`src/hdl/bridge_pkg.sv`:
```
`default_nettype none

package bridge_pkg;

    // bus widths
    localparam int ADDR_W = 32;
    localparam int DATA_W = 32;
    localparam int STRB_W = 4;
    localparam int ID_W   = 4;
    localparam int LEN_W  = 8;

    // fixed field values
    localparam logic [ID_W-1:0] ICACHE_ID  = 4'd1;
    localparam logic [ID_W-1:0] DCACHE_ID  = 4'd0;
    localparam logic [2:0]      SIZE_WORD  = 3'd2; // 4 bytes per beat
    localparam logic [1:0]      BURST_INCR = 2'd1;

    typedef enum logic [1:0] {
        RD_IDLE,
        RD_ADDR,
        RD_DATA
    } rd_state_e;

    typedef enum logic [1:0] {
        WR_IDLE,
        WR_ADDR,
        WR_DATA,
        WR_RESP
    } wr_state_e;

    // read owner, encoded the same as the arid
    typedef enum logic {
        SRC_DCACHE = 1'b0,
        SRC_ICACHE = 1'b1
    } rd_src_e;

    typedef struct packed {
        logic [ADDR_W-1:0] addr;
        logic [LEN_W-1:0]  cnt;   // beats, not axi len
    } cache_req_t;

    typedef struct packed {
        logic [ID_W-1:0]   id;
        logic [ADDR_W-1:0] addr;
        logic [LEN_W-1:0]  len;
        logic [2:0]        size;
        logic [1:0]        burst;
    } axi_a_t;

    typedef struct packed {
        logic [DATA_W-1:0] data;
        logic [STRB_W-1:0] strb;
        logic              last;
    } axi_w_t;

    typedef struct packed {
        logic [ID_W-1:0]   id;
        logic [DATA_W-1:0] data;
        logic [1:0]        resp;
        logic              last;
    } axi_r_t;

endpackage

`default_nettype wire

```
`src/hdl/ar_channel.sv`:
```
`default_nettype none

module ar_channel (
    input  logic                   clk,
    input  logic                   rst_n_i,
    input  logic                   ar_load_i,
    input  bridge_pkg::rd_src_e    rd_src_i,
    input  bridge_pkg::cache_req_t ic_req_i,
    input  bridge_pkg::cache_req_t dc_req_i,
    input  logic                   arready_i,
    output bridge_pkg::axi_a_t     ar_o,
    output logic                   arvalid_o,
    output logic                   ar_fire_o
);
    import bridge_pkg::*;

    cache_req_t req;
    axi_a_t     ar_q;
    logic       arvalid_q;

    assign req = (rd_src_i == SRC_ICACHE) ? ic_req_i : dc_req_i;

    // payload, held until the handshake
    always_ff @(posedge clk) begin
        if (ar_load_i) begin
            ar_q.id    <= (rd_src_i == SRC_ICACHE) ? ICACHE_ID : DCACHE_ID;
            ar_q.addr  <= req.addr;
            ar_q.len   <= req.cnt - LEN_W'(1);  // axi len is beats minus one
            ar_q.size  <= SIZE_WORD;
            ar_q.burst <= BURST_INCR;
        end
    end

    always_ff @(posedge clk) begin
        if (!rst_n_i) begin
            arvalid_q <= 1'b0;
        end else if (ar_load_i) begin
            arvalid_q <= 1'b1;
        end else if (ar_fire_o) begin
            arvalid_q <= 1'b0;
        end
    end

    assign ar_o      = ar_q;
    assign arvalid_o = arvalid_q;
    assign ar_fire_o = arvalid_q && arready_i;

    a_ar_stable: assert property (@(posedge clk) disable iff (!rst_n_i)
        arvalid_o && !arready_i |=> arvalid_o && $stable(ar_o));

endmodule

`default_nettype wire

```
`src/hdl/bridge_ctrl.sv`:
```
`default_nettype none

module bridge_ctrl (
    input  logic                clk,
    input  logic                rst_n_i,
    input  logic                ic_rd_req_i,
    input  logic                dc_rd_req_i,
    input  logic                dc_wr_req_i,
    input  logic                ar_fire_i,
    input  logic                rd_done_i,
    input  logic                aw_fire_i,
    input  logic                w_done_i,
    input  logic                bvalid_i,
    output logic                ar_load_o,
    output bridge_pkg::rd_src_e rd_src_o,
    output logic                rd_open_o,
    output logic                ic_ar_ready_o,
    output logic                dc_ar_ready_o,
    output logic                aw_load_o,
    output logic                w_open_o,
    output logic                bready_o,
    output logic                dc_aw_ready_o
);
    import bridge_pkg::*;

    rd_state_e rd_state_q;
    rd_state_e rd_state_d;
    wr_state_e wr_state_q;
    wr_state_e wr_state_d;
    rd_src_e   owner_q;  // current or last read owner
    rd_src_e   grant;

    // round robin, the side that did not own the last read wins a tie
    always_comb begin
        if (ic_rd_req_i && dc_rd_req_i) begin
            grant = (owner_q == SRC_DCACHE) ? SRC_ICACHE : SRC_DCACHE;
        end else if (ic_rd_req_i) begin
            grant = SRC_ICACHE;
        end else begin
            grant = SRC_DCACHE;
        end
    end

    always_comb begin
        rd_state_d = rd_state_q;
        ar_load_o  = 1'b0;
        case (rd_state_q)
            RD_IDLE: begin
                if (ic_rd_req_i || dc_rd_req_i) begin
                    ar_load_o  = 1'b1;
                    rd_state_d = RD_ADDR;
                end
            end
            RD_ADDR: if (ar_fire_i) rd_state_d = RD_DATA;
            RD_DATA: if (rd_done_i) rd_state_d = RD_IDLE;  // rlast taken
            default: rd_state_d = RD_IDLE;
        endcase
    end

    always_comb begin
        wr_state_d = wr_state_q;
        aw_load_o  = 1'b0;
        case (wr_state_q)
            WR_IDLE: begin
                if (dc_wr_req_i) begin
                    aw_load_o  = 1'b1;
                    wr_state_d = WR_ADDR;
                end
            end
            WR_ADDR: if (aw_fire_i) wr_state_d = WR_DATA;
            WR_DATA: if (w_done_i) wr_state_d = WR_RESP;
            WR_RESP: if (bvalid_i) wr_state_d = WR_IDLE;
            default: wr_state_d = WR_IDLE;
        endcase
    end

    always_ff @(posedge clk) begin
        if (!rst_n_i) begin
            rd_state_q <= RD_IDLE;
            wr_state_q <= WR_IDLE;
            owner_q    <= SRC_ICACHE;  // so the dcache wins first
        end else begin
            rd_state_q <= rd_state_d;
            wr_state_q <= wr_state_d;
            if (ar_load_o) owner_q <= grant;
        end
    end

    assign rd_src_o  = (rd_state_q == RD_IDLE) ? grant : owner_q;
    assign rd_open_o = (rd_state_q == RD_DATA);

    // ready pulses land on the AR handshake
    assign ic_ar_ready_o = ar_fire_i && (owner_q == SRC_ICACHE);
    assign dc_ar_ready_o = ar_fire_i && (owner_q == SRC_DCACHE);

    assign dc_aw_ready_o = aw_fire_i && (wr_state_q == WR_ADDR);
    assign w_open_o      = (wr_state_q == WR_DATA);
    assign bready_o      = (wr_state_q == WR_RESP);

    // an AR handshake only lands while the address phase waits for it
    a_ar_fire_phase: assert property (@(posedge clk) disable iff (!rst_n_i)
        ar_fire_i |-> (rd_state_q == RD_ADDR));

    a_aw_fire_phase: assert property (@(posedge clk) disable iff (!rst_n_i)
        aw_fire_i |-> (wr_state_q == WR_ADDR));

endmodule

`default_nettype wire

```
`src/hdl/cache_axi_bridge.sv`:
```
`default_nettype none

module cache_axi_bridge (
    input  logic                   clk,
    input  logic                   rst_n_i,
    // cache side
    input  logic                   ic_rd_req_i,
    input  bridge_pkg::cache_req_t ic_req_i,
    input  logic                   dc_rd_req_i,
    input  bridge_pkg::cache_req_t dc_req_i,
    input  logic                   dc_wr_req_i,
    input  bridge_pkg::cache_req_t dc_wr_i,
    input  logic                   dc_w_valid_i,
    input  bridge_pkg::axi_w_t     dc_w_i,
    output logic                   ic_ar_ready_o,
    output logic                   dc_ar_ready_o,
    output logic                   ic_r_valid_o,
    output logic                   dc_r_valid_o,
    output bridge_pkg::axi_w_t     cache_r_o,
    output logic                   dc_aw_ready_o,
    output logic                   dc_w_ready_o,
    // axi side
    output bridge_pkg::axi_a_t     ar_o,
    output logic                   arvalid_o,
    input  logic                   arready_i,
    input  logic                   rvalid_i,
    input  bridge_pkg::axi_r_t     r_i,
    output logic                   rready_o,
    output bridge_pkg::axi_a_t     aw_o,
    output logic                   awvalid_o,
    input  logic                   awready_i,
    output bridge_pkg::axi_w_t     w_o,
    output logic                   wvalid_o,
    input  logic                   wready_i,
    input  logic                   bvalid_i,
    input  logic [1:0]             bresp_i,
    output logic                   bready_o
);
    import bridge_pkg::*;

    logic    ar_load;
    rd_src_e rd_src;
    logic    rd_open;
    logic    ar_fire;
    logic    rd_done;
    logic    aw_load;
    logic    w_open;
    logic    aw_fire;
    logic    w_done;

    bridge_ctrl u_ctrl (
        .clk          (clk),
        .rst_n_i      (rst_n_i),
        .ic_rd_req_i  (ic_rd_req_i),
        .dc_rd_req_i  (dc_rd_req_i),
        .dc_wr_req_i  (dc_wr_req_i),
        .ar_fire_i    (ar_fire),
        .rd_done_i    (rd_done),
        .aw_fire_i    (aw_fire),
        .w_done_i     (w_done),
        .bvalid_i     (bvalid_i),
        .ar_load_o    (ar_load),
        .rd_src_o     (rd_src),
        .rd_open_o    (rd_open),
        .ic_ar_ready_o(ic_ar_ready_o),
        .dc_ar_ready_o(dc_ar_ready_o),
        .aw_load_o    (aw_load),
        .w_open_o     (w_open),
        .bready_o     (bready_o),
        .dc_aw_ready_o(dc_aw_ready_o)
    );

    ar_channel u_ar (
        .clk      (clk),
        .rst_n_i  (rst_n_i),
        .ar_load_i(ar_load),
        .rd_src_i (rd_src),
        .ic_req_i (ic_req_i),
        .dc_req_i (dc_req_i),
        .arready_i(arready_i),
        .ar_o     (ar_o),
        .arvalid_o(arvalid_o),
        .ar_fire_o(ar_fire)
    );

    r_router u_r (
        .rd_open_i   (rd_open),
        .rvalid_i    (rvalid_i),
        .r_i         (r_i),
        .rready_o    (rready_o),
        .ic_r_valid_o(ic_r_valid_o),
        .dc_r_valid_o(dc_r_valid_o),
        .cache_r_o   (cache_r_o),
        .rd_done_o   (rd_done)
    );

    w_channel u_w (
        .clk         (clk),
        .rst_n_i     (rst_n_i),
        .aw_load_i   (aw_load),
        .w_open_i    (w_open),
        .dc_wr_i     (dc_wr_i),
        .awready_i   (awready_i),
        .dc_w_valid_i(dc_w_valid_i),
        .dc_w_i      (dc_w_i),
        .wready_i    (wready_i),
        .aw_o        (aw_o),
        .awvalid_o   (awvalid_o),
        .aw_fire_o   (aw_fire),
        .w_o         (w_o),
        .wvalid_o    (wvalid_o),
        .dc_w_ready_o(dc_w_ready_o),
        .w_done_o    (w_done)
    );

    // the dcache has no error path, so a write must complete OKAY
    a_bresp_okay: assert property (@(posedge clk) disable iff (!rst_n_i)
        bvalid_i && bready_o |-> bresp_i == 2'b00);

endmodule

`default_nettype wire

```
`src/hdl/r_router.sv`:
```
`default_nettype none

module r_router (
    input  logic               rd_open_i,
    input  logic               rvalid_i,
    input  bridge_pkg::axi_r_t r_i,
    output logic               rready_o,
    output logic               ic_r_valid_o,
    output logic               dc_r_valid_o,
    output bridge_pkg::axi_w_t cache_r_o,
    output logic               rd_done_o
);
    import bridge_pkg::*;

    logic beat;

    assign rready_o = rd_open_i;  // caches never stall reads
    assign beat     = rvalid_i && rd_open_i;

    // steer by rid
    assign ic_r_valid_o = beat && (r_i.id == ICACHE_ID);
    assign dc_r_valid_o = beat && (r_i.id == DCACHE_ID);

    assign cache_r_o.data = r_i.data;
    assign cache_r_o.strb = '1;      // always a full word
    assign cache_r_o.last = r_i.last;

    assign rd_done_o = beat && r_i.last;

    // the slave may only return data for an open read burst
    a_r_in_burst: assert property (@(posedge rvalid_i) rd_open_i);

endmodule

`default_nettype wire

```
`src/hdl/w_channel.sv`:
```
`default_nettype none

module w_channel (
    input  logic                   clk,
    input  logic                   rst_n_i,
    input  logic                   aw_load_i,
    input  logic                   w_open_i,
    input  bridge_pkg::cache_req_t dc_wr_i,
    input  logic                   awready_i,
    input  logic                   dc_w_valid_i,
    input  bridge_pkg::axi_w_t     dc_w_i,
    input  logic                   wready_i,
    output bridge_pkg::axi_a_t     aw_o,
    output logic                   awvalid_o,
    output logic                   aw_fire_o,
    output bridge_pkg::axi_w_t     w_o,
    output logic                   wvalid_o,
    output logic                   dc_w_ready_o,
    output logic                   w_done_o
);
    import bridge_pkg::*;

    axi_a_t aw_q;
    logic   awvalid_q;

    // only the dcache writes
    always_ff @(posedge clk) begin
        if (aw_load_i) begin
            aw_q.id    <= DCACHE_ID;
            aw_q.addr  <= dc_wr_i.addr;
            aw_q.len   <= dc_wr_i.cnt - LEN_W'(1);
            aw_q.size  <= SIZE_WORD;
            aw_q.burst <= BURST_INCR;
        end
    end

    always_ff @(posedge clk) begin
        if (!rst_n_i) begin
            awvalid_q <= 1'b0;
        end else if (aw_load_i) begin
            awvalid_q <= 1'b1;
        end else if (aw_fire_o) begin
            awvalid_q <= 1'b0;
        end
    end

    assign aw_o      = aw_q;
    assign awvalid_o = awvalid_q;
    assign aw_fire_o = awvalid_q && awready_i;

    // W beats flow straight through once AW is accepted
    assign w_o          = dc_w_i;
    assign wvalid_o     = w_open_i && dc_w_valid_i;
    assign dc_w_ready_o = w_open_i && wready_i;
    assign w_done_o     = wvalid_o && wready_i && dc_w_i.last;

    a_aw_stable: assert property (@(posedge clk) disable iff (!rst_n_i)
        awvalid_o && !awready_i |=> awvalid_o && $stable(aw_o));

endmodule

`default_nettype wire

```
`config.mk`:
```
export PLATFORM = sky130hd
export DESIGN_NAME = cache_axi_bridge
export DESIGN_NICKNAME = d
export VERILOG_FILES = /design/src/hdl/bridge_pkg.sv /design/src/hdl/ar_channel.sv /design/src/hdl/bridge_ctrl.sv /design/src/hdl/cache_axi_bridge.sv /design/src/hdl/r_router.sv /design/src/hdl/w_channel.sv
export SDC_FILE = /design/constraint.sdc
export NUM_CORES = 1
export LEC_CHECK = 0
export BUFFER_PORTS_ARGS = -buffer_cell sky130_fd_sc_hd__buf_2
export CORE_AREA = 2 2 153 155
export CTS_BUF_LIST = sky130_fd_sc_hd__clkbuf_16
export DETAILED_ROUTE_END_ITERATION = 16
export DIE_AREA = 0 0 155 157
export PLACE_DENSITY = 0.47
export SYNTH_ARGS = -nofsm -noshare
export SYNTH_HDL_FRONTEND = slang
export SYNTH_HIERARCHICAL = 1
export SYNTH_SLANG_ARGS = --single-unit
```
`constraint.sdc`:
```
create_clock -name clk -period 4.65 [get_ports clk]
set_clock_uncertainty 0.05 [all_clocks]
set_input_delay 0.465 -clock clk [delete_from_list [all_inputs] [get_ports clk]]
set_output_delay 0.465 -clock clk [all_outputs]
set_load 0.1 [all_outputs]
```
==> impl_metrics.ini, run 1 <==
[synthesis]
synth_simple_gate_area_frac = 0.06877
netlist_area_sq_um = 4439
synth_compound_area_frac = 0.02875
synthCells = 317
synth_top_family_by_area = buffers and inverters
synthXorXnorAreaFrac = 0.02565
synth_warnings = 6
ys_seq_elements = 88
yosysSeqAreaShare = 0.5795
yosysUniqueCellTypes = 41
synth-async-reset-ratio = 0
synth_flop_cell = edfxtp_1
syn_area_per_cell_sq_um = 14.00
synthAdderAreaFrac = 0.01973
synth_enable_flop_cells = 81
synthMuxAreaShare = 0.1048

[floorplan]
start_util = 0.1973
num_io_pins = 392
coreArea_sq_um = 22500
die_x_um = 155
row_count = 55
dieArea_sq_um = 24340
die_h_um = 157

[routing]
drc = 0
wl_per_cell_um = 16.71
drt_wl_total_um = 12830
vias = 2842
drtAntennaViolNets = 0
drt_pass1_iterations = 4
via_per_inst = 3.701
drt_iter0_drc = 134

[status]
status = completed

[critical_path]
worst_setup_path_end_kind = flip-flop
start_kind = flip-flop
crit_start = u_ctrl/rd_state_q[0]$_SDFFE_PN0P_
critPathMaxFanout = 48
path_class = flip-flop to flip-flop
required_ns = 4.67
worstPathArrival_ns = 2.46
reg2reg_from = u_ctrl/rd_state_q[0]$_SDFFE_PN0P_

[power_and_ir_drop]
power_leakage_nw = 2.437
powerDensity_nw_per_um2 = 611.9
ir_worst_vdd_mv = 0.2461

[place]
pre_cts_slack_ns = 1.962
gp_congestion = 0.7209
dp_hpwl_um = 10650
io_buffers = 230

[clocking]
cts_max_path_buffers = 2
post_cts_resized = 0
clkSlewWorstSetupHoldPaths_ns = 0.07
holdBufCountCts = 0
cts_buffers = 9
insertion_delay_ns = 0.35
cts_tree = yes
cts_num_sinks = 88
htreeDepth = 3
ctsRootBufferMaster = clkbuf_16
cts_setup_buffers = 0

[grt]
grt_pass1_vias = 2846
antenna_found_initial = 0
grt.overflow.total = 0
grt_pass1_wl_um = 17520
track_usage = 0.09757
grt_start_max_net_pins = 49

[finish]
drive_gt1_frac = 0.5983
seqCellArea_sq_um = 2572
final_cell_mix = 230 x buf_2, 81 x edfxtp_1, 32 x mux2_2, 21 x conb_1
multi_input_area_sq_um = 1185
num-fill-cells = 2377
nets = 694
final_common_cell = buf_2
syn_to_final_growth_pct = 25.93
diodes = 0

[timing]
fmax_ghz = 0.4091
setup_viol = 0
drv_slew = 0
tns_ns = 0
slew_headroom = 0.3519
rsz0062_at_grt = no
layout_setup_ws_ns = 2.206
fin_crit_ns = 2.444
post-route-period-util = 0.5256
tightest_slew_ns = 0.9721
hold_viol = 0

[job]
cap_violations = 0

[hold_path]
hold_path_class = primary input to flip-flop
hp-start = dc_wr_i[13]
## worst max-delay path, stage by stage (launching register included)
cell	delay [ns]
dfxtp_1	0.40
nor2_1	0.08
mux2_4	0.63
mux2i_1	0.35
ha_1	0.28
nand3b_1	0.11
xor2_1	0.15
mux2i_1	0.09
## worst paths after layout
path                                             to  slack (ns)  depth (start not counted)
setup reg to reg             u_ar/ar_o[9]$_DFFE_PP_        2.21                          7
setup / recovery             u_ar/ar_o[9]$_DFFE_PP_        2.21                          7
hold reg to reg   u_ctrl/wr_state_q[1]$_SDFFE_PN0P_        0.46                          2
hold / removal               u_w/aw_o[18]$_DFFE_PP_        0.24                          1
## per-layer routing
layer / up-vias / GRT usage / wire (um)
met5: - / 0 / 0
met4: 0 / 0.04101 / 257
met3: 30 / 0.04102 / 1337
met2: 192 / 0.1960 / 7307
met1: 1291 / 0.08313 / 3928
li1: 1329 / - / -
## stage by stage
step           utilization  instance area, sq um  std cells  hold WS, ns  power [mW]
6_report            0.2484                  5590        768       0.2373       3.421
5_1_grt             0.2484                  5590        768       0.2088       3.559
4_1_cts             0.2484                  5590        768       0.2157       3.473
3_5_place_dp        0.2356                  5303        752       0.4531       2.756
3_3_place_gp        0.2356                  5303        752       0.4389       2.735
2_1_floorplan            -                  4499        333       0.4177       2.780
## power breakdown
| group | switching (mW) | total, mW | leakage (nW) | internal, mW |
|---|---|---|---|---|
| clock | 0.328 | 0.701 | 0.138 | 0.373 |
| combinational | 1.35 | 1.61 | 1.46 | 0.256 |
| sequential | 0.0455 | 1.11 | 0.840 | 1.07 |
| total | 1.73 | 3.42 | 2.44 | 1.69 |
## logic make-up after synthesis
group | after synthesis
AO/OA/AOI/OAI | 12
AND/OR/NAND/NOR | 45
adder cells (fa/ha/maj) | 7
flip-flops | 88
multiplexers | 42
buffers and inverters | 105
other | 5
XOR/XNOR | 13
## final cells by class
class	count	area share
sequential	88	0.4602
clock inverter	7	0.01119
timing repair buffer	231	0.2073
multi-input combinational	140	0.2120
tap	285	0.06379
clock buffer	9	0.04029
inverter	8	0.005372
## synth_stat cells (all sizes together) (5+ instances only)
master | count | area share
ha | 7 | 0.020
mux2 | 33 | 0.085
edfxtp | 81 | 0.55
buf | 97 | 0.16
dfxtp | 7 | 0.032
mux2i | 9 | 0.020
xor2 | 9 | 0.018
nor2b | 7 | 0.012
inv | 8 | 0.0068
conb | 5 | 0.0042
and2 | 7 | 0.0099
nor2 | 5 | 0.0042
## registers in the layout, summed over array words and instances, names as in the netlist
| register | flops |
|---|---|
| u_ctrl/owner_q | 1 |
| u_ar/arvalid_o | 1 |
| u_ctrl/rd_state_q | 2 |
| u_w/aw_o | 40 |
| u_ar/ar_o | 41 |
| u_w/awvalid_o | 1 |
| u_ctrl/wr_state_q | 2 |
No activity file was read; power rests on OpenSTA's default activity.
==> inputs of run 2 (changes only) <==
--- a/config.mk
+++ b/config.mk
@@ -10,7 +10,7 @@
 export CTS_BUF_LIST = sky130_fd_sc_hd__clkbuf_16
 export DETAILED_ROUTE_END_ITERATION = 16
 export DIE_AREA = 0 0 155 157
-export PLACE_DENSITY = 0.47
+export PLACE_DENSITY = 0.49
 export SYNTH_ARGS = -nofsm -noshare
 export SYNTH_HDL_FRONTEND = slang
 export SYNTH_HIERARCHICAL = 1
==> constraint.sdc (replaced) <==
create_clock -name clk -period 2.09 [get_ports clk]
set_clock_uncertainty 0.05 [all_clocks]
set_input_delay 0.209 -clock clk [delete_from_list [all_inputs] [get_ports clk]]
set_output_delay 0.209 -clock clk [all_outputs]
set_load 0.1 [all_outputs]
==> impl_metrics.ini, run 2 (same netlist as run 1, synthesis figures left out) <==
[status]
status = completed

[timing]
hold_viol = 0
rsz0062_at_grt = yes
post-route-period-util = 0.9642
fmax_ghz = 0.4962
drv_slew = 0
setup_viol = 0
slew_headroom = 0.6288
tightest_slew_ns = 0.5606
fin_crit_ns = 2.015
layout_setup_ws_ns = 0.07487

[place]
gp_congestion = 0.7678
io_buffers = 230
dp_hpwl_um = 12000
pre_cts_slack_ns = 0.02007

[critical_path]
reg2reg_slack_ns = 0.07
start_kind = flip-flop
required_ns = 2.13
path_class = flip-flop to flip-flop
worst_setup_path_end_kind = flip-flop
reg2reg_to = u_ar/ar_o[12]$_DFFE_PP_
reg2reg_from = u_ctrl/owner_q$_SDFFE_PN1P_
worstPathArrival_ns = 2.06
r2r_cells = 6
critPathMaxFanout = 7

[grt]
grt_use_met3 = 0.05452
use_met2 = 0.2178
grtUsageMet1 = 0.1008
grt.overflow.total = 0
grt_start_max_net_pins = 42
grt_pass1_vias = 3219
antenna_found_initial = 0
track_usage = 0.1123
busiest_layer = met2
grt_pass1_wl_um = 20040

[clocking]
clkSlewWorstSetupHoldPaths_ns = 0.07
cts_buffers = 9
ctsRootBufferMaster = clkbuf_16
htreeDepth = 3
cts_tree = yes
cts_num_sinks = 88
insertion_delay_ns = 0.34
cts_max_path_buffers = 2

[routing]
vias = 3068
drt_wl_total_um = 14720
drc = 0
drt_pass1_iterations = 4
via_per_inst = 3.792
drt_iter0_drc = 138
wl_per_cell_um = 18.20
drtAntennaViolNets = 0

[finish]
diodes = 0
final_cell_mix = 229 x buf_2, 81 x edfxtp_1, 32 x dlygate4sd3_1, 32 x mux2_2, 21 x conb_1
syn_to_final_growth_pct = 37.15
nets = 735
drive_gt1_frac = 0.5935
final_common_cell = buf_2
largest_reg_flops = 41

[power_and_ir_drop]
ir_worst_vdd_mv = 0.5255
powerDensity_nw_per_um2 = 1282
power_leakage_nw = 2.646
total_power_mw = 7.805

[hold_path]
hold_path_class = primary input to flip-flop
holdPathEnd = u_ctrl/rd_state_q[0]$_SDFFE_PN0P_
hp-start = rst_n_i
min_delay_path_depth = 2

[floorplan]
num_io_pins = 392
die_h_um = 157
start_util = 0.1973
die_x_um = 155
dieArea_sq_um = 24340
coreArea_sq_um = 22500
row_count = 55

[job]
cap_violations = 0
run 2: changes by cell type in the layout (fill, tap and decap cells not counted), sizes merged:
| cell | change |
|---|---|
| buf | +9 |
| clkinv | -1 |
| clkinvlp | +2 |
| dlygate4sd3 | +32 |
| inv | -1 |
run 2: layout make-up:
type | count | area [sq um]
multi-input combinational | 140 | 1242
clock inverter | 7 | 65.06
sequential | 88 | 2579
inverter | 8 | 30.03
tap | 285 | 356.6
fill | 2314 | 16410
timing repair buffer | 272 | 1590
clock buffer | 9 | 225.2
run 2: repair_timing:
action | CTS | global route
hold buffers | 32 | 0
setup endpoints to repair | 1 | 5
hold endpoints to repair | 32 | 0
setup buffers | 0 | 1
gates resized for setup | 1 | 5
run 2: where the power goes:
part / switching, mW / total [mW] / leakage, nW / internal (mW)
Combinational: 3.06 / 3.75 / 1.67 / 0.688
Sequential: 0.117 / 2.48 / 0.841 / 2.37
Clock: 0.741 / 1.57 / 0.134 / 0.833
Total: 3.92 / 7.81 / 2.65 / 3.89
run 2: worst max path at each step:
stage,startpoint,endpoint,cells after the start
after global placement,u_ctrl/rd_state_q[0]$_SDFFE_PN0P_,u_ar/ar_o[12]$_DFFE_PP_,7
after CTS,u_ctrl/rd_state_q[0]$_SDFFE_PN0P_,u_ar/ar_o[12]$_DFFE_PP_,5
after floorplan,u_ar/arvalid_o$_SDFFE_PN0P_,dc_ar_ready_o,2
final,u_ctrl/owner_q$_SDFFE_PN1P_,u_ar/ar_o[12]$_DFFE_PP_,6
after detailed placement,u_ctrl/rd_state_q[0]$_SDFFE_PN0P_,u_ar/ar_o[12]$_DFFE_PP_,5
after global routing,u_ctrl/rd_state_q[0]$_SDFFE_PN0P_,u_ar/ar_o[12]$_DFFE_PP_,7
run 2: layer usage:
metal	wire length [um]	vias to the layer above	part of all wire
met1	4674	1418	0.32
met2	8010	225	0.54
li1	-	1406	-
met3	1765	19	0.12
met5	0	-	0
met4	269	0	0.018
run 2: worst max-delay path, cell delays in order (launching register included):
cell,delay (ns)
dfxtp_2,0.34
a21boi_1,0.14
mux2_4,0.27
or4b_1,0.51
o41ai_4,0.10
o211ai_2,0.15
xor2_1,0.18
run 2: per-stage QoR:
stage	std cells	hold WS (ns)	cell area, sq um	utilization	TNS, ns
final	809	0.1141	6088	0.2706	0
after global routing	809	0.09751	6088	0.2706	-0.03497
after CTS	808	0.09049	6052	0.2689	0
after detailed placement	760	0.3378	5439	0.2417	0
after global placement	760	0.3389	5439	0.2417	0
after floorplan	333	0.2579	4567	-	-0.3472
